<file path="src/hdl/norm_check_config.svh">
`ifndef NORM_CHECK_CONFIG_SVH
`define NORM_CHECK_CONFIG_SVH

// Polynomial size and the ML-DSA modulus
`define NC_N            256
`define NC_Q            8380417
`define NC_COEFF_W      24

// Each memory word carries four coefficient lanes
`define NC_LANES        4
`define NC_LANE_W       2

// Two polynomials of 64 words each fit in the memory
`define NC_MEM_DEPTH    128
`define NC_ADDR_W       7

// Two words are read per cycle, so a polynomial is 32 word pairs
`define NC_PAIRS        32
`define NC_PAIR_W       5

// Norm bounds for the three check modes
`define NC_BOUND_Z      524168
`define NC_BOUND_R0     261768
`define NC_BOUND_CT0    261888

`endif

</file>
<file path="src/hdl/norm_check_pkg.sv">
`default_nettype none

package norm_check_pkg;

    // Check mode as written to CONFIG bits 1:0
    typedef enum logic [1:0] {
        MODE_Z   = 2'd0,
        MODE_R0  = 2'd1,
        MODE_CT0 = 2'd2
    } chk_mode_e;

    // Read sequencer states
    typedef enum logic [1:0] {
        CHK_IDLE   = 2'd0,
        CHK_RD_MEM = 2'd1,
        CHK_FLUSH  = 2'd2,
        CHK_DONE   = 2'd3
    } chk_read_state_e;

endpackage

`default_nettype wire

</file>
<file path="src/hdl/norm_check_regs.sv">
`timescale 1ns/100ps
`default_nettype none
`include "norm_check_config.svh"

module norm_check_regs (
    input  wire                        clk,
    input  wire                        reset_n,
    input  wire                        awvalid,
    input  wire  [7:0]                 awaddr,
    input  wire                        wvalid,
    input  wire  [31:0]                wdata,
    input  wire                        bready,
    input  wire                        arvalid,
    input  wire  [7:0]                 araddr,
    input  wire                        rready,
    output logic                       awready,
    output logic                       wready,
    output logic                       bvalid,
    output logic [1:0]                 bresp,
    output logic                       arready,
    output logic                       rvalid,
    output logic [1:0]                 rresp,
    output logic [31:0]                rdata,
    output logic                       start,
    output logic                       zeroize,
    output norm_check_pkg::chk_mode_e  mode,
    output logic [`NC_ADDR_W-1:0]      base_addr,
    output logic [`NC_PAIR_W-1:0]      randomness,
    output logic                       wr_en,
    output logic [`NC_ADDR_W-1:0]      wr_addr,
    output logic [`NC_LANE_W-1:0]      wr_lane,
    output logic [`NC_COEFF_W-1:0]     wr_data,
    input  wire                        busy,
    input  wire                        done,
    input  wire                        invalid
);
    import norm_check_pkg::*;

    localparam logic [7:0] OFS_CTRL        = 8'h00;
    localparam logic [7:0] OFS_CONFIG      = 8'h04;
    localparam logic [7:0] OFS_STATUS      = 8'h08;
    localparam logic [7:0] OFS_COEFF_INDEX = 8'h0C;
    localparam logic [7:0] OFS_COEFF_DATA  = 8'h10;
    localparam int         IDX_W           = `NC_ADDR_W + `NC_LANE_W;

    logic             wr_acc;
    logic             rd_acc;
    logic             done_sticky;
    logic [IDX_W-1:0] coeff_idx;
    logic [31:0]      rd_word;

    // Address and data are taken together, and only with no response pending
    assign wr_acc  = awvalid && wvalid && !bvalid;
    assign rd_acc  = arvalid && !rvalid;
    assign awready = wr_acc;
    assign wready  = wr_acc;
    assign arready = !rvalid;
    assign bresp   = 2'b00;
    assign rresp   = 2'b00;

    // Coefficient writes go straight to the memory lane that the index points at
    assign wr_en   = wr_acc && (awaddr == OFS_COEFF_DATA);
    assign wr_addr = coeff_idx[IDX_W-1:`NC_LANE_W];
    assign wr_lane = coeff_idx[`NC_LANE_W-1:0];
    assign wr_data = wdata[`NC_COEFF_W-1:0];

    always_ff @(posedge clk or negedge reset_n) begin
        if (!reset_n) begin
            bvalid <= 1'b0;
            rvalid <= 1'b0;
            rdata  <= 32'h0;
        end else begin
            if (wr_acc) begin
                bvalid <= 1'b1;
            end else if (bready) begin
                bvalid <= 1'b0;
            end
            if (rd_acc) begin
                rvalid <= 1'b1;
                rdata  <= rd_word;
            end else if (rready) begin
                rvalid <= 1'b0;
            end
        end
    end

    // CTRL bits become one-cycle pulses in the cycle after the write
    always_ff @(posedge clk or negedge reset_n) begin
        if (!reset_n) begin
            start   <= 1'b0;
            zeroize <= 1'b0;
        end else begin
            start   <= wr_acc && (awaddr == OFS_CTRL) && wdata[0];
            zeroize <= wr_acc && (awaddr == OFS_CTRL) && wdata[1];
        end
    end

    always_ff @(posedge clk or negedge reset_n) begin
        if (!reset_n) begin
            mode       <= MODE_Z;
            base_addr  <= '0;
            randomness <= '0;
        end else if (wr_acc && (awaddr == OFS_CONFIG)) begin
            mode       <= chk_mode_e'(wdata[1:0]);
            base_addr  <= wdata[8 +: `NC_ADDR_W];
            randomness <= wdata[16 +: `NC_PAIR_W];
        end
    end

    always_ff @(posedge clk or negedge reset_n) begin
        if (!reset_n) begin
            coeff_idx   <= '0;
            done_sticky <= 1'b0;
        end else if (zeroize) begin
            coeff_idx   <= '0;
            done_sticky <= 1'b0;
        end else begin
            if (wr_acc && (awaddr == OFS_COEFF_INDEX)) begin
                coeff_idx <= wdata[IDX_W-1:0];
            end else if (wr_en) begin
                coeff_idx <= coeff_idx + 1'b1;
            end
            // A new start clears the previous result before the pulse can set it
            if (start) begin
                done_sticky <= 1'b0;
            end else if (done) begin
                done_sticky <= 1'b1;
            end
        end
    end

    always_comb begin
        rd_word = 32'h0;
        case (araddr)
            OFS_CONFIG: begin
                rd_word[1:0]                = mode;
                rd_word[8 +: `NC_ADDR_W]    = base_addr;
                rd_word[16 +: `NC_PAIR_W]   = randomness;
            end
            OFS_STATUS:      rd_word[2:0]       = {invalid, done_sticky, busy};
            OFS_COEFF_INDEX: rd_word[IDX_W-1:0] = coeff_idx;
            default:         rd_word            = 32'h0;
        endcase
    end

    // A write response only ever follows an accepted write
    a_bvalid_after_write: assert property (
        @(posedge clk) disable iff (!reset_n)
        $rose(bvalid) |-> $past(wr_acc)
    );

endmodule

`default_nettype wire

</file>
<file path="config.mk">
export PLATFORM = sky130hd
export DESIGN_NAME = norm_check_regs
export DESIGN_NICKNAME = d
export VERILOG_FILES = /design/src/hdl/norm_check_pkg.sv /design/src/hdl/norm_check_regs.sv
export VERILOG_INCLUDE_DIRS = /design/src /design/src/hdl
export SDC_FILE = /design/constraint.sdc
export NUM_CORES = 1
export LEC_CHECK = 0
export BUFFER_PORTS_ARGS = -buffer_cell sky130_fd_sc_hd__buf_2
export CAP_MARGIN = 20
export CORE_MARGIN = 2
export CORE_UTILIZATION = 43
export DETAILED_ROUTE_END_ITERATION = 10
export GPL_TIMING_DRIVEN = 0
export MAX_ROUTING_LAYER = met4
export PLACE_DENSITY = 0.8
export SLEW_MARGIN = 20
export SYNTH_ARGS = -nofsm -noshare
export SYNTH_HDL_FRONTEND = slang
export SYNTH_SLANG_ARGS = --single-unit
</file>
<file path="constraint.sdc">
create_clock -name clk -period 2.2 [get_ports clk]
set_input_delay 0.11 -clock clk [delete_from_list [all_inputs] [get_ports clk]]
set_output_delay 0.11 -clock clk [all_outputs]
set_load 0.03 [all_outputs]
</file>
### Word-level counts from Yosys, hierarchy flattened

Index checks and enable logic that the tools add are counted.
Widths: inputs -> output; s select.

* word-level logic and storage cells: 49
* input bits: 58
* flip-flop bits (word level): 48
* output and inout bits: 91

* eq/ne operators: 6
* reduce and logical (&&, ||, !) cells: 16
* $add $sub $neg: 1
* multiplexer cells: 16

Operator list (count)
* $mux 9: 3
* $eq 8x4->1 const B: 3
* $eq 8x3->1 const B: 2
* $mux 5: 2
* $add 9x1->9 const B: 1
* $logic_and 1x1->1: 9
* $eq 8x5->1 const B: 1
* $logic_not 8->1: 1
* $mux 1: 7
* $mux 6: 1
* $pmux 2 s3: 1
* $reduce_bool 3->1: 2
* $pmux 1 s2: 2
* $reduce_bool 2->1: 2
* $logic_not 1->1: 2

### Logic depth before layout (Yosys ltp)

Gate-level depths: netlist of the first run.

* depth in word-level cells: 6
* mapped depth: 6
* depth with buffers taken out: 5

### Worst setup path after synthesis of the first run

No wires, ideal clock.

* path type: register -> register
* start: register bvalid
* end: register base_addr[2]
* setup time: 0.125 ns
* setup slack: 0.084 ns
* clock period less this slack: 2.116 ns
* cell stages (with the launch flop): 6
* data required time: 2.075 ns
* arrival: 1.991 ns
* path buffers: 1
* path through: dfrtp_1 -> nand4bb_1 -> or2_1 -> nor4b_4 -> buf_2 -> mux2_2

* cells in the longest elaborated chain, start to end: 3

RTL lines
* from (decl): RTL line norm_check_regs.sv:18 `output logic bvalid,`
* from (signal assigned): RTL line norm_check_regs.sv:69 `bvalid <= 1'b0;`
* from (signal assigned): RTL line norm_check_regs.sv:74 `bvalid <= 1'b1;`
* from (signal assigned): RTL line norm_check_regs.sv:76 `bvalid <= 1'b0;`
* $logic_not 1->1: RTL line norm_check_regs.sv:53 `assign wr_acc = awvalid && wvalid && !bvalid;`
* $logic_and 1x1->1: RTL line norm_check_regs.sv:53
* $logic_and 1x1->1: RTL line norm_check_regs.sv:103 `end else if (wr_acc && (awaddr == OFS_CONFIG)) begin`
* to (signal assigned): RTL line norm_check_regs.sv:105 `` base_addr <= wdata[8 +: `NC_ADDR_W]; ``
* to (decl): RTL line norm_check_regs.sv:27 `` output logic [`NC_ADDR_W-1:0] base_addr, ``

No other way between the ends.
A chain may end at the register's enable or synchronous reset.

### Final worst setup path of the first run

Same ends and word-level chain as after synthesis.

==> results.toml, run 1 <==
[placement]
dpl.cell_count = 423
globalplace.congestion = 0.843
io_buffers = 119
place_hpwl_um = 4660

[sta]
worst_pin_slew_ns = 0.736
grt_setup_unrepaired = "no"
fin_skew_ns = 0.00580
finalSetupTns_ns = 0
post-route-period-util_pct = 92.7
fin_crit_ns = 2.04
fmax_ghz = 0.490
slew_violations = 0
setup_viol = 0
hold_viol_final = 0
slew_headroom_pct = 50.9
whs_ns = 0.0121

[min_path]
min_path_type = "in2reg"

[routing]
drtAntennaViolNets = 0
vias = 2101
drt_iter0_drc = 82
wl_per_cell_um = 13.4
dr.pass1.iters = 4
via_per_inst = 4.85
routed_wl_um = 5790
drc = 0

[synth]
synthCells = 217
synth-main-ff-cell = "dfrtp_1"
synth_edf_count = 0
yosysTopAreaCell = "dfrtp_1"
async_flop_share_pct = 100
synth_cell_types = 35
syn_avg_cell_area_um2 = 11.2
ys_ff_latch = 48
netlist.area_leader.share_pct = 49.5
synth.area.top_cells = "dfrtp_1, buf_4, mux2_2, a22o_1, nor2_1"
yosysSeqAreaShare_pct = 49.5
yosys_warnings = 0
synthesis.area_um2 = 2430

[global_routing]
grt_max_degree = 49
grt_pass1_wl_um = 8940
grt_usage_pct = 18.7
grt_overflow = 0
grt_pass1_vias = 1954
antenna_found_initial = 0

[critical_path]
critPathArrivalTime_ns = 2.23
path_class = "reg2reg"
cpMaxStageDelayCell = "dfrtp_1"
endpoint_kind = "flip-flop"
critPathMaxFanout = 10
required_ns = 2.39
path_cells = "nand4bb_1 -> or2_1 -> nor4b_4 -> buf_4 -> mux2_2"
start_kind = "flip-flop"
cpPeakStageDelay_ns = 0.42

[clock_network]
htreeDepth = 2
clockRootBuffer = "clkbuf_8"
cts_tree = "yes"
cts_buffers = 5
cts_max_path_buffers = 2
clk_latency_ns = 0.30
cts_sinks = 48
path_clk_slew_ns = 0.09

[pwr]
p_total_w = 0.00183
p_per_area_nw_per_um2 = 555
p_leak_nw = 1.87
vdd_drop_max_uv = 357

[final_layout]
n_antenna_cell = 0
nFillCells = 487
area_growth_pct = 35.7
instances_no_fill = 433
post-route-util_pct = 60.2
layout-drive-gt1-share_pct = 52.4
layout.nets = 419

[floorplanning]
std_cell_rows = 27
dieArea_um2 = 6260
die_w_um = 79.1
io-pin-count = 149
coreArea_um2 = 5470
start_util_pct = 44.4
die_h_um = 79.1

[status]
status = "complete, no violations"

[flow_run]
drv_cap = 0
==> logic make-up (layout without fill, tap and decap cells) <==
| kind of cell | after synthesis | after routing | share of synthesized area (%) |
|---|---|---|---|
| buffers and inverters | 54 | 183 | 15.1 |
| AND/OR/NAND/NOR | 53 | 53 | 12.6 |
| flip-flops | 48 | 48 | 49.5 |
| AO/OA/AOI/OAI | 37 | 37 | 11.9 |
| multiplexers | 20 | 20 | 9.12 |
| XOR/XNOR | 3 | 3 | 1.08 |
| adder cells (fa/ha/maj) | 1 | 1 | 0.515 |
| other | 1 | 16 | 0.154 |
==> synth_stat cells (2+ instances only) <==
| library cell | instances |
|---|---|
| buf_4 | 41 |
| clkbuf_1 | 6 |
| inv_1 | 4 |
| a22oi_1 | 2 |
| a22o_1 | 16 |
| a211oi_1 | 4 |
| nor2_1 | 14 |
| nand2_1 | 10 |
| or4_1 | 5 |
| mux2i_1 | 3 |
| buf_2 | 2 |
| nor4_1 | 2 |
| nor3_1 | 4 |
| a311oi_1 | 5 |
| nand3_1 | 6 |
| xnor2_1 | 2 |
| or3_1 | 2 |
| o21ai_0 | 6 |
| mux2_1 | 4 |
| dfrtp_1 | 48 |
| o31ai_1 | 4 |
| mux2_2 | 13 |
| and3_1 | 2 |
==> report_power, final <==
part | switching, W | internal (W) | total, W
clock network | 0.000298 | 0.000257 | 0.000555
registers | 0.0000187 | 0.000899 | 0.000917
logic | 0.000225 | 0.000132 | 0.000357
total | 0.000542 | 0.00129 | 0.00183
==> flip-flops by register name (all words and copies together), names as in the netlist, 2 cells and up <==
name / count
base_addr: 7
coeff_idx: 9
mode: 2
randomness: 5
rdata: 20
==> final timing paths <==
| check | from | to | slack, ns | depth (start not counted) |
|---|---|---|---|---|
| setup / recovery | bvalid$_DFFE_PN0P_ | base_addr[2]$_DFFE_PN0P_ | 0.16 | 5 |
| hold / removal | rready | rvalid$_DFFE_PN0P_ | 0.01 | 2 |
| setup reg to reg | bvalid$_DFFE_PN0P_ | base_addr[2]$_DFFE_PN0P_ | 0.16 | 5 |
| hold reg to reg | start$_DFF_PN0_ | done_sticky$_DFFE_PN0P_ | 0.44 | 1 |
| max in group asynchronous | reset_n | coeff_idx[0]$_DFFE_PN0P_ | 1.45 | 2 |
| min in group asynchronous | reset_n | base_addr[2]$_DFFE_PN0P_ | 0.36 | 2 |
==> critical path, delay by kind of cell, from the launching register on <==
family | cells | cell delay, ns
mux | 1 | 0.36
simple gates | 3 | 0.90
flops | 1 | 0.42
buf+inv | 1 | 0.26
==> metrics by stage <==
stage               setup WS, ns  cell area, um^2
floorplan                 0.0840             2480
global placement          -0.159             3170
detailed placement        -0.182             3170
CTS                       0.0788             3290
global route              0.0100             3290
finish                     0.160             3290
==> cells in the final DEF (no fill, tap or decap), types with 2 or more instances in the layout <==
master / synthesis / routed
xnor2_1: 2 / 2
inv_1: 4 / 4
or4_1: 5 / 5
a22oi_1: 2 / 2
clkbuf_8: 0 / 6
buf_2: 2 / 119
o21ai_0: 6 / 6
mux2i_1: 3 / 3
nor4_1: 2 / 2
nand3_1: 6 / 6
a311oi_1: 5 / 5
mux2_2: 13 / 13
nor3_1: 4 / 4
a211oi_1: 4 / 4
clkbuf_1: 6 / 5
or3_1: 2 / 2
buf_4: 41 / 44
mux2_1: 4 / 4
conb_1: 1 / 16
nor2_1: 14 / 14
and3_1: 2 / 2
dfrtp_1: 48 / 48
o31ai_1: 4 / 4
a22o_1: 16 / 16
nand2_1: 10 / 10
dlygate4sd3_1: 0 / 2
==> cell type report <==
class                      count  area, um^2  area share (%)
timing repair buffer         122         626            19.0
clock inverter                 2        13.8           0.418
sequential                    48        1200            36.5
clock buffer                   6        82.6            2.51
multi-input combinational    130         916            27.8
tap                           72        90.1            2.73
inverter                       4        15.0           0.456
buffer                        49         350            10.6
==> timing repair <==
action,CTS,global route
endpoints found under the hold margin,1,48
resized for setup,1,0
pin swaps,1,0
buffers inserted,1,0
hold buffers,1,1
endpoints found under the setup margin,10,9
==> per-layer routing <==
layer  routed length, um  vias to the layer above  GRT usage (%)
met4                  65                        0           5.17
met1                2320                      996           22.9
li1                    -                     1015              -
met5                   0                        -              -
met2                3030                       81           32.5
met3                 361                        9           2.50
Power figures use the tool's default switching activity.
==> run 2: changes to the inputs <==
==> constraint.sdc (replaced) <==
create_clock -name clk -period 2.2 [get_ports clk]
set_input_delay 0.44 -clock clk [delete_from_list [all_inputs] [get_ports clk]]
set_output_delay 0.44 -clock clk [all_outputs]
set_load 0.03 [all_outputs]
==> run 2 against run 1 <==
Effect of this change:
- core utilization increased by 0.85 points
- highest routed layer unchanged
- sequential share of layout area decreased by 0.51 points
- critical path depth increased by 1
- largest power group unchanged
- critical path type is now in2out
- largest cell class unchanged
==> results.toml, run 2 (synthesis results as in run 1) <==
[final_layout]
largest_registers = "rdata x20, coeff_idx x9, base_addr x7"
largest_reg_flops = 20
nFillCells = 490
layout_common_cells = "buf_2, dfrtp_1, buf_4, a22o_1, conb_1"
stdcell_area_um2 = 3340
layout.nets = 420
area_growth_pct = 37.6
largest-register = "rdata"
n_antenna_cell = 0
layout-drive-gt1-share_pct = 53.9
final_common_cell = "buf_2"

[sta]
setup_viol = 0
hold_viol_final = 0
setup_ws_ns = 0.0459
fin_crit_ns = 2.15
slew_violations = 0
slew_headroom_pct = 49.1
worst_pin_slew_ns = 0.764
grt_setup_unrepaired = "no"
fmax_ghz = 0.464
post-route-period-util_pct = 97.9
fin_skew_ns = 0.00752

[floorplanning]
die_h_um = 79.1
coreArea_um2 = 5470
io-pin-count = 149
start_util_pct = 44.4
std_cell_rows = 27
die_w_um = 79.1
dieArea_um2 = 6260

[critical_path]
cpPeakStageDelay_ns = 0.55
cpMaxStageDelayCell = "or4_4"
cp.depth = 6
path_class = "in2out"
critPathArrivalTime_ns = 1.71
endpoint_kind = "output port"
path_buf_inv = 4
critPathTopFamily = "simple AND/OR/NAND/NOR gates"
path_cells = "buf_6 -> or4_4 -> or3_4 -> buf_6 -> inv_2 -> buf_6"
start_kind = "input port"
critPathMaxFanout = 4
cp_common_cell = "buf_6"
required_ns = 1.76
reg2reg_depth = 5

[placement]
place_ws_ns = -0.349
globalplace.congestion = 0.836
io_buffers = 119
place_hpwl_um = 4690
placed_area_um2 = 3180

[routing]
drtAntennaViolNets = 0
drt_iter0_drc = 82
dr.pass1.iters = 4
wl_per_cell_um = 13.7
vias = 2084
drc = 0
routed_wl_um = 5940
via_per_inst = 4.80

[clock_network]
clockRootBuffer = "clkbuf_8"
path_clk_slew_ns = 0.09
htreeDepth = 2
hold_buffers = 0
cts_buffers = 5
clk_latency_ns = 0.29
cts_max_path_buffers = 2
cts_tree = "yes"
cts_sinks = 48

[global_routing]
grt_overflow = 0
grt_pass1_wl_um = 9160
antenna_found_initial = 0
grt_usage_pct = 19.0
grt_max_degree = 49
grt_pass1_vias = 1954

[flow_run]
drv_cap = 0

[status]
status = "complete, no violations"

[min_path]
min_path_type = "in2async"

[pwr]
p_total_w = 0.00182
combPwrFrac_pct = 19.9
power.switching_w = 0.000534
p_per_area_nw_per_um2 = 546
p_sw_share_pct = 29.3
p_clk_share_pct = 29.8
p_leak_nw = 1.87
pwr-share-seq_pct = 50.3
vdd_drop_max_uv = 339
p_int_w = 0.00129
-- run 2: cell types whose count changed in the layout (fill, tap and decap cells not counted), sizes merged --
cell / before / now
clkbuf: 11 / 13
inv: 5 / 4
dlygate4sd3: 2 / 0
clkinv: 1 / 0
buf: 164 / 166
clkinvlp: 0 / 1
-- run 2: worst register-to-register path, delay by kind of cell, from the launching register on --
family / cells / cell delay [ns]
AND/OR/NAND/NOR: 3 / 1.13
flip-flops: 1 / 0.42
AO/OA/AOI/OAI: 1 / 0.26
buffers and inverters: 1 / 0.15
-- run 2: repair_timing --
action	4_1_cts	5_1_grt
resized for setup	6	3
pin swaps	3	1
setup buffers	4	0
endpoints found under the setup margin	15	10
endpoints found under the hold margin	0	0
-- run 2: cell type report --
type	count	area, um^2	share of cell area (%)
inverter	4	15.0	0.449
clock buffer	7	86.3	2.58
multi-input combinational	130	943	28.2
buffer	49	357	10.7
clock inverter	1	7.51	0.225
tap	72	90.1	2.70
sequential	48	1200	36.0
timing repair buffer	123	641	19.2
-- run 2: per-stage QoR --
| step | TNS (ns) | cells | utilization [%] | hold WS (ns) |
|---|---|---|---|---|
| 2_1_floorplan | -0.213 | 232 | - | 0.144 |
| 3_3_place_gp | -9.15 | 423 | 58.1 | 0.410 |
| 3_5_place_dp | -9.40 | 423 | 58.1 | 0.420 |
| 4_1_cts | -0.0190 | 434 | 60.6 | 0.307 |
| 5_1_grt | 0 | 434 | 61.0 | 0.174 |
| 6_report | 0 | 434 | 61.0 | 0.144 |
-- run 2: final timing paths --
kind | startpoint | endpoint | slack [ns]
worst min register to register | start$_DFF_PN0_ | done_sticky$_DFFE_PN0P_ | 0.43
worst max-delay path | awaddr[6] | wr_en | 0.05
worst min-delay path | reset_n | randomness[1]$_DFFE_PN0P_ | 0.14
min in group clk | bready | bvalid$_DFFE_PN0P_ | 0.31
worst max register to register | bvalid$_DFFE_PN0P_ | coeff_idx[5]$_DFFE_PN0P_ | 0.15
max in group asynchronous | reset_n | rdata[13]$_DFFE_PN0P_ | 1.64
-- run 2: metal layers --
layer	wire, um	vias up	global-route usage (%)
met3	342	2	3.07
met4	23	0	2.76
li1	-	1013	-
met5	0	-	-
met2	3020	75	32.9
met1	2560	994	24.1
-- run 2: power groups by stage --
stage / Clock [W] / Sequential, W / Combinational, W
detailed placement: 0 / 0.000936 / 0.000357
CTS: 0.000555 / 0.000918 / 0.000362
finish: 0.000543 / 0.000918 / 0.000363
global placement: 0 / 0.000934 / 0.000352
global route: 0.000618 / 0.000921 / 0.000389
floorplan: 0 / 0.000966 / 0.000199
