### src/hdl/norm_check_config.svh
`ifndef NORM_CHECK_CONFIG_SVH
`define NORM_CHECK_CONFIG_SVH

// Polynomial size and the ML-DSA modulus
`define NC_N            256
`define NC_Q            8380417
`define NC_COEFF_W      24

// Each memory word carries four coefficient lanes
`define NC_LANES        4
`define NC_LANE_W       2

// Two polynomials of 64 words each fit in the memory
`define NC_MEM_DEPTH    128
`define NC_ADDR_W       7

// Two words are read per cycle, so a polynomial is 32 word pairs
`define NC_PAIRS        32
`define NC_PAIR_W       5

// Norm bounds for the three check modes
`define NC_BOUND_Z      524168
`define NC_BOUND_R0     261768
`define NC_BOUND_CT0    261888

`endif

### src/hdl/norm_check_pkg.sv
`default_nettype none

package norm_check_pkg;

    // Check mode as written to CONFIG bits 1:0
    typedef enum logic [1:0] {
        MODE_Z   = 2'd0,
        MODE_R0  = 2'd1,
        MODE_CT0 = 2'd2
    } chk_mode_e;

    // Read sequencer states
    typedef enum logic [1:0] {
        CHK_IDLE   = 2'd0,
        CHK_RD_MEM = 2'd1,
        CHK_FLUSH  = 2'd2,
        CHK_DONE   = 2'd3
    } chk_read_state_e;

endpackage

`default_nettype wire

### src/hdl/norm_check_ctrl.sv
`timescale 1ns/100ps
`default_nettype none
`include "norm_check_config.svh"

module norm_check_ctrl (
    input  wire                    clk,
    input  wire                    reset_n,
    input  wire                    zeroize,
    input  wire                    start,
    input  wire  [`NC_ADDR_W-1:0]  base_addr,
    input  wire  [`NC_PAIR_W-1:0]  randomness,
    output logic                   rd_en,
    output logic [`NC_ADDR_W-1:0]  rd_addr_a,
    output logic [`NC_ADDR_W-1:0]  rd_addr_b,
    output logic                   check_enable,
    output logic                   clear,
    output logic                   busy,
    output logic                   done
);
    import norm_check_pkg::*;

    localparam int ADDR_W = `NC_ADDR_W;
    localparam int PAIR_W = `NC_PAIR_W;

    chk_read_state_e   state;
    chk_read_state_e   state_nxt;
    logic [ADDR_W-1:0] base_q;
    logic [PAIR_W-1:0] pair_idx;
    logic [PAIR_W-1:0] pair_cnt;
    logic              last_pair;
    logic              launch;

    // A start is only taken when the sequencer is idle
    assign launch    = start && (state == CHK_IDLE);
    assign last_pair = (pair_cnt == PAIR_W'(`NC_PAIRS - 1));

    assign busy      = (state != CHK_IDLE);
    assign rd_en     = (state == CHK_RD_MEM);
    assign rd_addr_a = base_q + ADDR_W'({pair_idx, 1'b0});
    assign rd_addr_b = rd_addr_a + ADDR_W'(1);

    always_ff @(posedge clk or negedge reset_n) begin
        if (!reset_n) begin
            state <= CHK_IDLE;
        end else if (zeroize) begin
            state <= CHK_IDLE;
        end else begin
            state <= state_nxt;
        end
    end

    always_comb begin
        state_nxt = state;
        case (state)
            CHK_IDLE:   state_nxt = launch ? CHK_RD_MEM : CHK_IDLE;
            CHK_RD_MEM: state_nxt = last_pair ? CHK_FLUSH : CHK_RD_MEM;
            // One cycle for the last read data to reach the checker
            CHK_FLUSH:  state_nxt = CHK_DONE;
            CHK_DONE:   state_nxt = CHK_IDLE;
            default:    state_nxt = CHK_IDLE;
        endcase
    end

    // The pair index starts at the random offset and wraps over the polynomial
    always_ff @(posedge clk or negedge reset_n) begin
        if (!reset_n) begin
            base_q   <= '0;
            pair_idx <= '0;
            pair_cnt <= '0;
        end else if (zeroize) begin
            base_q   <= '0;
            pair_idx <= '0;
            pair_cnt <= '0;
        end else if (launch) begin
            base_q   <= base_addr;
            pair_idx <= randomness;
            pair_cnt <= '0;
        end else if (rd_en) begin
            pair_idx <= pair_idx + 1'b1;
            pair_cnt <= pair_cnt + 1'b1;
        end
    end

    always_ff @(posedge clk or negedge reset_n) begin
        if (!reset_n) begin
            check_enable <= 1'b0;
            clear        <= 1'b0;
            done         <= 1'b0;
        end else if (zeroize) begin
            check_enable <= 1'b0;
            clear        <= 1'b0;
            done         <= 1'b0;
        end else begin
            check_enable <= rd_en;
            clear        <= launch;
            done         <= (state == CHK_DONE);
        end
    end

    a_rd_en_busy: assert property (
        @(posedge clk) disable iff (!reset_n)
        rd_en |-> busy
    );

    a_done_not_reading: assert property (
        @(posedge clk) disable iff (!reset_n)
        !(done && rd_en)
    );

endmodule

`default_nettype wire

### config.mk
export PLATFORM = sky130hd
export DESIGN_NAME = norm_check_ctrl
export DESIGN_NICKNAME = d
export VERILOG_FILES = /design/src/hdl/norm_check_pkg.sv /design/src/hdl/norm_check_ctrl.sv
export VERILOG_INCLUDE_DIRS = /design/src /design/src/hdl
export SDC_FILE = /design/constraint.sdc
export NUM_CORES = 1
export LEC_CHECK = 0
export BUFFER_PORTS_ARGS = -buffer_cell sky130_fd_sc_hd__buf_2
export CORE_AREA = 2 2 55 57
export DETAILED_ROUTE_END_ITERATION = 7
export DIE_AREA = 0 0 57 59
export PLACE_DENSITY = 0.86
export SLEW_MARGIN = 25
export SYNTH_ARGS = -nofsm -noshare
export SYNTH_HDL_FRONTEND = slang
export SYNTH_SLANG_ARGS = --single-unit
### constraint.sdc
create_clock -name clk -period 2.9 [get_ports clk]
set_input_delay 0.58 -clock clk [delete_from_list [all_inputs] [get_ports clk]]
set_output_delay 0.58 -clock clk [all_outputs]
set_load 0.05 [all_outputs]
Yosys cells after proc, flatten, opt, wreduce, memory -nomap -nowiden:

Index checks and enable logic that the tools add are counted.
Widths: inputs -> output; s select.

* register bits: 22
* input port bits: 16
* output and inout port bits: 19
* logic and storage cells: 35

* $add $sub $neg: 4
* equality and inequality tests: 4
* mux-type cells: 15
* reduce and logical (&&, ||, !) cells: 5

Operator list (number)
* $mux 5: 6
* $mux 7: 2
* $add 5x1->5 const B: 2
* $pmux 2 s4: 1
* $add 7x1->7 const B: 1
* $add 7x6->7: 1
* $eq 5x5->1 const B: 1
* $eq 2x2->1 const B: 2
* $mux 1: 4
* $mux 2: 2
* $reduce_bool 2->1: 2
* $reduce_bool 3->1: 1
* $eq 2x1->1 const B: 1
* $logic_not 2->1: 1
* $logic_and 1x1->1: 1

Depth between registers and ports, before layout:

Gate-level depths: netlist of run 1.

* word-level depth: 5
* depth in mapped cells: 8
* depth with buffers taken out: 8

Worst setup path after synthesis of run 1:

OpenSTA, ideal clock, no wires.

* path type: reg2out
* start point: register pair_idx[0]
* end point: output port rd_addr_b[6]
* arrival time: 3143 ps
* required time: 2320 ps
* path slack: -823 ps
* stages on the path, launching flop included: 7
* path buffers: 0
* path through: dfrtp_1 > ha_1 > inv_1 > fa_1 > xnor2_1 > nand4_1 > xnor2_1

* cells in the longest elaborated chain, start to end: 2

Ends and longest elaborated chain
* start, declared: line norm_check_ctrl.sv:28 `logic [PAIR_W-1:0] pair_idx;`
* start signal, assigned: line norm_check_ctrl.sv:76 `pair_idx <= randomness;`
* start signal, assigned: line norm_check_ctrl.sv:79 `pair_idx <= pair_idx + 1'b1;`
* $add 7x6->7: line norm_check_ctrl.sv:39 `assign rd_addr_a = base_q + ADDR_W'({pair_idx, 1'b0});`
* net rd_addr_a[3]: line norm_check_ctrl.sv:13 `` output logic [`NC_ADDR_W-1:0] rd_addr_a, ``
* $add 7x1->7: line norm_check_ctrl.sv:40 `assign rd_addr_b = rd_addr_a + ADDR_W'(1);`
* end, declared: line norm_check_ctrl.sv:14 `` output logic [`NC_ADDR_W-1:0] rd_addr_b, ``

The timed path passes the listed nets, and every way through them passes these cells.

Worst setup path in the final report of run 1:

* start point: register pair_idx[0]
* end point: output port rd_addr_b[6]

* cells in the longest elaborated chain, start to end: 2

Ends and longest elaborated chain (line)
* $add 7x6->7: norm_check_ctrl.sv:39
* $add 7x1->7: norm_check_ctrl.sv:40

No other way between the ends.

==> results.env, run 1 <==
RUN_STATUS='finished with violations'
FAILING_CHECKS='negative setup slack'
WIRE_PER_INST_MICRONS=13.9
IRDROPWORSTVDD_mV=0.403
CTS_HTREE_LEVELS=1
FLOORPLAN.ROWS=19
DESIGN.FINAL.NETS=205
HOLD_VIOL_FINAL=0
POWER.INTERNAL_mW=0.567
PWR-SHARE-COMB_PCT=35.9
CLK_PIN_SLEW_WORST_PATHS_NS=0.13
CORE-AREA_SQ_UM=2710
SYN-CELL-AREA_SQ_UM=1350
UNREPAIRED_SETUP_ENDPOINTS_AFTER_GLOBAL_ROUTING='true'
MAX_SLEW_HEADROOM_AT_THE_WORST_PIN_PCT=51.2
CTS_NUM_SINKS=22
VIAS_IN_THE_FIRST_GLOBAL_ROUTE=1181
FINAL.MIN_CLOCK_PERIOD_NS=2.95
ANTENNA_CELLS_INSERTED=0
CTS_ROOT_BUF='sky130_fd_sc_hd__clkbuf_4'
ROUTE.ANTENNA.REMAINING_NETS=0
NUM_VIAS=1126
MAXSLEWVIOLCOUNT=0
FRACTION_OF_SYNTHESIS_FLOPS_USING_AN_ASYNCHRONOUS_SET_OR_RESET_PIN_PCT=100
NUMCTSBUFFERS=3
CHIPWIDTH_MICRONS=57
SYNTHESIS.NETS=163
SYNTH_SEQ_CELLS=22
CP_REQUIRED_NS=2.32
CLOCK_PATH_BUFFERS=2
WORST_SETUP_PATH_END_KIND='output port'
POWER.DENSITY_nW_PER_UM2=515
SYN_AVG_CELL_AREA_SQ_UM=9.87
PWR-SHARE-CLK_PCT=26.1
NUMBER_OF_DISTINCT_STANDARD_CELLS_REFERENCED_BY_THE_SYNTHESIZED_NETLIST=33
GRT_USE_TOTAL_PCT=18.4
POWER.SWITCHING_mW=0.329
GRT_ANTENNA_BEFORE_REPAIR=0
YS_WARN_COUNT=0
PLACEDCELLCOUNT=201
TOTAL_LEAKAGE_POWER_nW=0.899
PORTBUFFERS=34
FIRST_PASS_GRT_WIRE_LENGTH_MM=4.91
DIE_H_MICRONS=59
CRITICAL_PATH.MAX_FANOUT=2
REMAINING_DRC_ERRORS=0
PIN_COUNT_OF_THE_BIGGEST_NET_ENTERING_GLOBAL_ROUTING=23
DRT_FIRST_PASS_ITERS=4
TIMING.SETUP.CRITICAL_PATH_CLASS='register to output port'
HOLDBUFCOUNTCTS=0
DRV_CAP=0
PLACE_WS_NS=0.0553
NUM-FILL-CELLS=228
HPWL_MM=2.22
FINAL.SETUP.WORST_SLACK_NS=-0.0477
R2R_CELLS=5
HP-CLASS='input port to asynchronous set/reset pin'
SYNTH-EDFF-COUNT=0
CRIT_ARRIVAL_NS=2.37
MEAN_NUMBER_OF_VIAS_PER_CELL=5.39
CLOCK-SKEW-FINAL_NS=0.0111
FLOW.AREA_GROWTH_FROM_SYNTHESIS_PCT=28.6
CRITICAL_PATH_START_TYPE='register'
SWITCHING_SHARE_PCT=36.7
DRIVE_GT1_SHARE_PCT=38.8
DRT_ITER0_DRC=29
PIN_COUNT=35
TIMING.FINAL.SETUP_VIOLATIONS=1
TIMING.FMAX_MHz=339
MIN_PERIOD_OVER_PERIOD_PCT=102
SYNTH-SEQ-AREA-SHARE_PCT=40.7
INITIAL_UTILIZATION_PCT=49.9
GP_ROUTABILITY_CONGESTION=0.798
WORST_PIN_SLEW_NS=0.729
POST_SYNTH_INST_COUNT=137
TOTALWIRELENGTH_MM=2.90
TRITONCTS='done'
GRT-OVFL-TOTAL=0
FINISH.CELL_COUNT_WITHOUT_FILLERS=209
SYNTHFLOPTYPE='sky130_fd_sc_hd__dfrtp_1'
CLOCK_LATENCY_NS=0.32
SEQ_POWER_SHARE_PCT=38.0
OVERALL_DIE_AREA_SQ_UM=3360
Yosys cell counts (3+ instances only):
cell type / count / area share, %
sky130_fd_sc_hd__xor2_1: 3 / 1.9
sky130_fd_sc_hd__a22o_1: 5 / 3.2
sky130_fd_sc_hd__nor2_1: 18 / 5.0
sky130_fd_sc_hd__inv_1: 7 / 1.9
sky130_fd_sc_hd__a21oi_1: 12 / 4.4
sky130_fd_sc_hd__and3_1: 3 / 1.4
sky130_fd_sc_hd__nand2_1: 15 / 4.2
sky130_fd_sc_hd__dfrtp_1: 22 / 41
sky130_fd_sc_hd__o21ai_0: 8 / 3.0
sky130_fd_sc_hd__xnor2_1: 7 / 4.5
sky130_fd_sc_hd__ha_1: 9 / 8.3
sky130_fd_sc_hd__buf_6: 3 / 2.5
critical path: stages, from the launching register on:
cell                       delay [ns]
sky130_fd_sc_hd__dfrtp_1         0.41
sky130_fd_sc_hd__ha_4            0.16
sky130_fd_sc_hd__inv_2           0.03
sky130_fd_sc_hd__fa_2            0.33
sky130_fd_sc_hd__nand2b_4        0.15
sky130_fd_sc_hd__a21oi_4         0.19
sky130_fd_sc_hd__xor2_4          0.16
sky130_fd_sc_hd__nand4_1         0.23
sky130_fd_sc_hd__xnor2_4         0.22
sky130_fd_sc_hd__buf_6           0.17
sequential cells by signal, summed over array words and instances, names as in the netlist:
register,cells
base_q,7
check_enable,1
clear,1
done,1
pair_cnt,5
pair_idx,5
state,2
cell usage in the layout (no fill, tap or decap), types with 5 or more instances in the layout:
| cell type | n |
|---|---|
| sky130_fd_sc_hd__nand2_1 | 15 |
| sky130_fd_sc_hd__a21oi_1 | 12 |
| sky130_fd_sc_hd__buf_4 | 7 |
| sky130_fd_sc_hd__ha_1 | 7 |
| sky130_fd_sc_hd__buf_2 | 32 |
| sky130_fd_sc_hd__dfrtp_1 | 21 |
| sky130_fd_sc_hd__a22o_1 | 5 |
| sky130_fd_sc_hd__nor2_1 | 18 |
| sky130_fd_sc_hd__inv_1 | 6 |
| sky130_fd_sc_hd__o21ai_0 | 8 |
worst paths after layout:
kind	startpoint	end	slack, ns
max	pair_idx[0]$_DFFE_PN0P_	rd_addr_b[6]	-0.05
min	reset_n	pair_cnt[3]$_DFFE_PN0P_	0.20
max reg2reg	state[1]$_DFF_PN0_	pair_idx[3]$_DFFE_PN0P_	1.17
min reg2reg	base_q[5]$_DFFE_PN0P_	base_q[5]$_DFFE_PN0P_	0.53
max in group asynchronous	reset_n	pair_idx[1]$_DFFE_PN0P_	2.33
min in group clk	base_addr[0]	base_q[0]$_DFFE_PN0P_	0.48
cells by family (layout without fill, tap and decap cells):
group,after synthesis,in the layout,synth area share [%]
buffers and inverters,12,53,5.83
XOR/XNOR,12,12,8.88
flip-flops,22,22,40.7
adder cells (fa/ha/maj),10,10,9.81
AND/OR/NAND/NOR,46,46,16.9
AO/OA/AOI/OAI,35,35,17.9
power by group through the flow:
stage | Sequential, mW | Clock [mW] | Combinational, mW
3_3_place_gp | 0.342 | 0 | 0.304
5_1_grt | 0.342 | 0.250 | 0.343
4_1_cts | 0.338 | 0.237 | 0.318
2_1_floorplan | 0.347 | 0 | 0.239
3_5_place_dp | 0.344 | 0 | 0.311
6_report | 0.340 | 0.234 | 0.322
routing by layer:
metal / up-vias / track usage, % / part of all wire [%]
li1: 548 / - / -
met1: 542 / 21.0 / 40
met2: 31 / 35.5 / 55
met3: 5 / 3.06 / 4.1
met4: 0 / 4.98 / 1.1
met5: - / 0 / 0
timing repair:
| action | in CTS | in global routing |
|---|---|---|
| gates cloned | 0 | 0 |
| setup endpoints to repair | 2 | 3 |
| hold endpoints to repair | 0 | 0 |
| resized for setup | 3 | 6 |
| setup buffers | 2 | 2 |
| pin swaps | 5 | 4 |
metrics by stage:
stage / hold WS (ns) / setup TNS, ns / total power [mW] / cell area [sq um] / util (%)
6_report: 0.200 / -0.0477 / 0.896 / 1740 / 64.2
5_1_grt: 0.234 / -0.182 / 0.936 / 1740 / 64.2
4_1_cts: 0.217 / -0.0402 / 0.893 / 1700 / 62.9
2_1_floorplan: 0.284 / -0.463 / 0.587 / 1430 / -
3_5_place_dp: 0.497 / 0 / 0.655 / 1620 / 59.9
3_3_place_gp: 0.492 / 0 / 0.646 / 1620 / 59.9
cell type report:
class | count | area (sq um) | area share [%]
Clock buffer | 3 | 22.5 | 1.29
Inverter | 8 | 37.5 | 2.16
Sequential cell | 22 | 552 | 31.7
Multi-Input combinational cell | 103 | 823 | 47.3
Tap cell | 31 | 38.8 | 2.23
Timing Repair Buffer | 41 | 235 | 13.5
Clock inverter | 1 | 30.0 | 1.73
No activity file was read; power rests on OpenSTA's default activity.
==> inputs of run 2 (changes only) <==
--- a/config.mk
+++ b/config.mk
@@ -10,7 +10,7 @@
 export CORE_AREA = 2 2 55 57
 export DETAILED_ROUTE_END_ITERATION = 7
 export DIE_AREA = 0 0 57 59
-export PLACE_DENSITY = 0.86
+export PLACE_DENSITY = 0.75
 export SLEW_MARGIN = 25
 export SYNTH_ARGS = -nofsm -noshare
 export SYNTH_HDL_FRONTEND = slang
==> run 2 against run 1 <==
  * The flow still finishes with violations (negative setup slack)
  * Cell count decreased by 0.48%
  * Core utilization decreased by 0.69 points
  * Maximum frequency increased by 0.79%
  * Via count increased by 2.7%
  * Largest power group unchanged
  * Global-route usage increased by 0.28 points
  * Power decreased by 10%
  * First-iteration DRC count decreased by 34%
  * Design area decreased by 1.1%
  * Critical endpoint unchanged
==> results.env, run 2 (synthesized netlist as in run 1, its figures left out) <==
RUN_STATUS='finished with violations'
FAILING_CHECKS='negative setup slack'
RRSETUPSLACK_NS=1.18
CLK_PIN_SLEW_WORST_PATHS_NS=0.11
MIN_PERIOD_OVER_PERIOD_PCT=101
DRIVE_GT1_SHARE_PCT=39.0
R2R_CELLS=5
ROUTE.ANTENNA.REMAINING_NETS=0
HP-CLASS='input port to asynchronous set/reset pin'
ANTENNA_CELLS_INSERTED=0
VIAS_IN_THE_FIRST_GLOBAL_ROUTE=1112
CPPEAKSTAGEDELAY_NS=0.37
CRIT_CHAIN='ha_2 > inv_2 > fa_2 > nand2b_4 > a21oi_4 > xor2_4 > nand4_1 > xnor2_4 > buf_6'
GP_ROUTABILITY_CONGESTION=0.727
CRITICAL_PATH_CELL_COUNT=9
REMAINING_DRC_ERRORS=0
CRITICAL-PATH-SLOWEST-CELL='sky130_fd_sc_hd__dfrtp_1'
CP_REQUIRED_NS=2.32
LAYOUT.CELLS.MOST_COMMON_LIST='sky130_fd_sc_hd__buf_2 (31), sky130_fd_sc_hd__dfrtp_1 (21), sky130_fd_sc_hd__nor2_1 (18)'
LARGEST_REGISTER_FFS=7
FINAL.MIN_CLOCK_PERIOD_NS=2.92
POWER.DENSITY_nW_PER_UM2=467
MAX_FLOP_REGISTER='base_q'
DESIGN.FINAL.NETS=205
PIN_COUNT=35
TIMING.SETUP.CRITICAL_PATH_CLASS='register to output port'
DRT_ITER0_DRC=19
PIN_COUNT_OF_THE_BIGGEST_NET_ENTERING_GLOBAL_ROUTING=23
CHIPWIDTH_MICRONS=57
FLOW.AREA_GROWTH_FROM_SYNTHESIS_PCT=27.2
TRITONCTS='done'
TIMING.FMAX_MHz=342
GRT-OVFL-TOTAL=0
GRT_USE_TOTAL_PCT=18.7
FINAL.SETUP.WORST_SLACK_NS=-0.0245
CTS_NUM_SINKS=22
FINAL_COMMON_CELL='sky130_fd_sc_hd__buf_2'
GRT_ANTENNA_BEFORE_REPAIR=0
FIRST_PASS_GRT_WIRE_LENGTH_MM=4.82
HOLDBUFCOUNTCTS=0
CTS_ROOT_BUF='sky130_fd_sc_hd__clkbuf_4'
CRIT_ARRIVAL_NS=2.34
FLOORPLAN.ROWS=19
PORTBUFFERS=34
WIRE_PER_INST_MICRONS=14.1
HOLD_VIOL_FINAL=0
CTS_HTREE_LEVELS=1
IRDROPWORSTVDD_mV=0.352
WORSTSETUPENDPOINT='rd_addr_b[6]'
CRIT-REG2REG-LAUNCH='state[1]$_DFF_PN0_'
MAXSLEWVIOLCOUNT=0
WORST-PATH-BUF-INV=2
FIN_TOTAL_PWR_mW=0.804
CLOCK_PATH_BUFFERS=2
DRT_FIRST_PASS_ITERS=4
REG.LARGEST.LIST='base_q x7, pair_cnt x5, pair_idx x5'
TOTALWIRELENGTH_MM=2.93
CRIT_FAMILY='adder cells'
FINISH.UTILIZATION_PCT=63.5
HPWL_MM=2.20
OVERALL_DIE_AREA_SQ_UM=3360
DIE_H_MICRONS=59
CLOCK-SKEW-FINAL_NS=0.00209
TOTAL_LEAKAGE_POWER_nW=0.889
CRITICAL_PATH_START_TYPE='register'
INITIAL_UTILIZATION_PCT=49.9
MEAN_NUMBER_OF_VIAS_PER_CELL=5.56
DRV_CAP=0
NUM-FILL-CELLS=242
MAX_SLEW_HEADROOM_AT_THE_WORST_PIN_PCT=50.1
CORE-AREA_SQ_UM=2710
WORST_PIN_SLEW_NS=0.746
WORST_SETUP_PATH_END_KIND='output port'
TIMING.FINAL.SETUP_VIOLATIONS=1
CP-STARTPOINT='pair_idx[0]$_DFFE_PN0P_'
CRITICAL_PATH.MAX_FANOUT=2
UNREPAIRED_SETUP_ENDPOINTS_AFTER_GLOBAL_ROUTING='true'
CLOCK_LATENCY_NS=0.31
NUMCTSBUFFERS=3
NUM_VIAS=1156
CRITICAL_PATH.REG2REG.ENDPOINT='pair_idx[3]$_DFFE_PN0P_'
run 2: metal layers:
metal	share of wire, %	vias up	track usage (%)
met3	5.0	5	3.28
met4	1.4	0	5.98
met5	0	-	0
met2	54	35	35.5
li1	-	546	-
met1	39	570	21.2
run 2: worst min-delay path by stage:
stage,end,start,cells past startpoint
floorplan,base_q[0]$_DFFE_PN0P_,reset_n,0
global placement,base_q[3]$_DFFE_PN0P_,base_q[3]$_DFFE_PN0P_,1
detailed placement,base_q[4]$_DFFE_PN0P_,base_q[4]$_DFFE_PN0P_,1
CTS,state[1]$_DFF_PN0_,reset_n,1
global route,state[1]$_DFF_PN0_,reset_n,1
finish,state[1]$_DFF_PN0_,reset_n,1
run 2: final cells by class:
class                   count  area [sq um]  area share, %
clock buffers               3          22.5           1.31
inverters                   8          37.5           2.18
multi-input cells         103           832           48.4
flip-flops and latches     22           552           32.1
well taps                  31          38.8           2.25
repair buffers             41           238           13.8
run 2: where the power goes:
group | internal, mW | switching, mW | total [mW]
combinational | 0.108 | 0.219 | 0.327
sequential | 0.322 | 0.0172 | 0.340
clock | 0.0486 | 0.0890 | 0.138
total | 0.479 | 0.325 | 0.804
run 2: what timing repair did:
action	in CTS	in global routing
gates resized for setup	4	7
endpoints found under the hold margin	0	0
endpoints found under the setup margin	2	4
pin swaps	5	1
setup buffers	4	0
run 2: through the flow:
step / setup slack, ns / hold slack [ns] / cell area, sq um / instances / setup TNS [ns]
floorplan: -0.201 / 0.284 / 1430 / 137 / -0.463
global placement: 0.128 / 0.491 / 1620 / 201 / 0
detailed placement: 0.0515 / 0.494 / 1620 / 201 / 0
CTS: -0.0173 / 0.233 / 1690 / 208 / -0.0173
global route: -0.155 / 0.235 / 1720 / 208 / -0.155
finish: -0.0245 / 0.214 / 1720 / 208 / -0.0245
==> inputs of run 3 (changes only) <==
==> constraint.sdc (replaced) <==
create_clock -name clk -period 3.2 [get_ports clk]
set_input_delay 0.64 -clock clk [delete_from_list [all_inputs] [get_ports clk]]
set_output_delay 0.64 -clock clk [all_outputs]
set_load 0.05 [all_outputs]
==> run 3 against run 2 <==
  * The run now ends clean
  * Worst setup slack better by 0.083 ns
  * Via count is 3.5% lower
  * First-iteration DRC count increased by 26%
  * Largest power group unchanged
  * Critical endpoint unchanged
==> results.env, run 3 (synthesized netlist as in run 1, its figures left out) <==
RUN_STATUS='finished clean'
WORST_SETUP_PATH_END_KIND='output port'
FINAL_COMMON_CELL='sky130_fd_sc_hd__buf_2'
TRITONCTS='done'
NUM-FILL-CELLS=245
GRT_USE_TOTAL_PCT=18.3
CRITICAL_PATH_START_TYPE='register'
VIAS_IN_THE_FIRST_GLOBAL_ROUTE=1078
CHIPWIDTH_MICRONS=57
MEAN_NUMBER_OF_VIAS_PER_CELL=5.44
DRT_FIRST_PASS_ITERS=4
TOTALWIRELENGTH_MM=2.90
CP_REQUIRED_NS=2.56
CRITICAL_PATH.MAX_FANOUT=3
LAYOUT.CELLS.MOST_COMMON_LIST='sky130_fd_sc_hd__buf_2 (33), sky130_fd_sc_hd__dfrtp_1 (20), sky130_fd_sc_hd__nor2_1 (18)'
FLOORPLAN.ROWS=19
LARGEST_REGISTER_FFS=7
NUMCTSBUFFERS=3
R2R_CELLS=5
FLOW.AREA_GROWTH_FROM_SYNTHESIS_PCT=23.5
REG.LARGEST.LIST='base_q x7, pair_cnt x5, pair_idx x5'
FINAL.SETUP.WORST_SLACK_NS=0.0585
HP-CLASS='input port to asynchronous set/reset pin'
TIMING.FMAX_MHz=318
CTS_NUM_SINKS=22
DESIGN.FINAL.NETS=201
WORST_PIN_SLEW_NS=0.764
DIE_H_MICRONS=59
SEQUENTIAL_CELL_AREA_SQ_UM=553
PORTBUFFERS=34
TOTAL_AREA_OF_MULTI_INPUT_COMBINATIONAL_CELLS_SQ_UM=806
GP_ROUTABILITY_CONGESTION=0.736
MAX_SLEW_HEADROOM_AT_THE_WORST_PIN_PCT=48.9
REMAINING_DRC_ERRORS=0
CLOCK_LATENCY_NS=0.31
DRIVE_GT1_SHARE_PCT=36.2
FIN_TOTAL_PWR_mW=0.744
CLOCK_PATH_BUFFERS=2
HOLD_VIOL_FINAL=0
CTS_ROOT_BUF='sky130_fd_sc_hd__clkbuf_4'
FIRST_PASS_GRT_WIRE_LENGTH_MM=4.81
HOLD-WORST-SLACK_NS=0.278
PIN_COUNT_OF_THE_BIGGEST_NET_ENTERING_GLOBAL_ROUTING=23
OVERALL_DIE_AREA_SQ_UM=3360
CRIT_ARRIVAL_NS=2.50
GRT_ANTENNA_BEFORE_REPAIR=0
TOTAL_LEAKAGE_POWER_nW=0.865
MAXSLEWVIOLCOUNT=0
FINISH.CELL_COUNT_WITHOUT_FILLERS=205
POWER.DENSITY_nW_PER_UM2=445
DRT_ITER0_DRC=24
CORE-AREA_SQ_UM=2710
PLACE_WS_NS=0.101
TIMING.SETUP.CRITICAL_PATH_CLASS='register to output port'
MIN_PERIOD_OVER_PERIOD_PCT=98.2
HPWL_MM=2.10
NUM_VIAS=1115
DRV_CAP=0
FINAL.MIN_CLOCK_PERIOD_NS=3.14
PIN_COUNT=35
CLK_PIN_SLEW_WORST_PATHS_NS=0.12
GRT-OVFL-TOTAL=0
PLACEDCELLCOUNT=198
CLOCK-SKEW-FINAL_NS=0.00113
MAX_FLOP_REGISTER='base_q'
INITIAL_UTILIZATION_PCT=49.9
WIRE_PER_INST_MICRONS=14.2
IRDROPWORSTVDD_mV=0.331
ANTENNA_CELLS_INSERTED=0
ROUTE.ANTENNA.REMAINING_NETS=0
CTS_HTREE_LEVELS=1
TIMING.FINAL.SETUP_VIOLATIONS=0
==> run 3: per-layer routing <==
metal | routed length, microns | vias to the layer above | global-route usage [%]
met3 | 115 | 4 | 2.40
li1 | - | 542 | -
met5 | 0 | - | 0
met1 | 1220 | 538 | 22.4
met2 | 1530 | 31 | 33.5
met4 | 38 | 0 | 6.31
==> run 3: metrics by stage <==
stage / setup TNS (ns) / util [%] / instance area [sq um]
after CTS: 0 / 60.2 / 1630
final: 0 / 61.6 / 1670
after global routing: -0.0244 / 61.6 / 1670
after floorplan: -0.0227 / - / 1410
after global placement: 0 / 58.0 / 1570
after detailed placement: 0 / 58.0 / 1570
==> run 3: worst max-delay path, cell delays in order (launching register included) <==
cell	delay, ns
sky130_fd_sc_hd__dfrtp_1	0.41
sky130_fd_sc_hd__ha_4	0.15
sky130_fd_sc_hd__inv_2	0.04
sky130_fd_sc_hd__fa_2	0.39
sky130_fd_sc_hd__nand2b_4	0.16
sky130_fd_sc_hd__a21oi_4	0.21
sky130_fd_sc_hd__xor2_4	0.21
sky130_fd_sc_hd__nand4_1	0.23
sky130_fd_sc_hd__xnor2_4	0.22
sky130_fd_sc_hd__buf_6	0.17
==> run 3: cell type report <==
cell class              instances  area share [%]
well taps                      31            2.32
inverters                       8            2.25
clock buffers                   4            2.17
flip-flops and latches         22            33.1
repair buffers                 37            11.9
multi-input cells             103            48.2
==> run 3: what timing repair did <==
action,4_1_cts,5_1_grt
buffers inserted,1,2
endpoints found under the setup margin,1,1
gates resized for setup,4,6
hold buffers,0,0
pin swaps,0,4
==> run 3: worst paths after layout <==
kind | from | end | slack [ns]
max | base_q[1]$_DFFE_PN0P_ | rd_addr_b[6] | 0.06
min | reset_n | pair_cnt[2]$_DFFE_PN0P_ | 0.28
max reg2reg | state[1]$_DFF_PN0_ | pair_idx[3]$_DFFE_PN0P_ | 1.45
min reg2reg | base_q[5]$_DFFE_PN0P_ | base_q[5]$_DFFE_PN0P_ | 0.52
max in group asynchronous | reset_n | pair_idx[0]$_DFFE_PN0P_ | 2.56
min in group clk | base_q[5]$_DFFE_PN0P_ | base_q[5]$_DFFE_PN0P_ | 0.52
==> run 3: power breakdown <==
part           switching (mW)  total (mW)  internal [mW]  leakage (nW)
sequential             0.0157       0.308          0.293         0.295
clock                  0.0856       0.155         0.0695        0.0210
combinational           0.195       0.280         0.0854         0.549
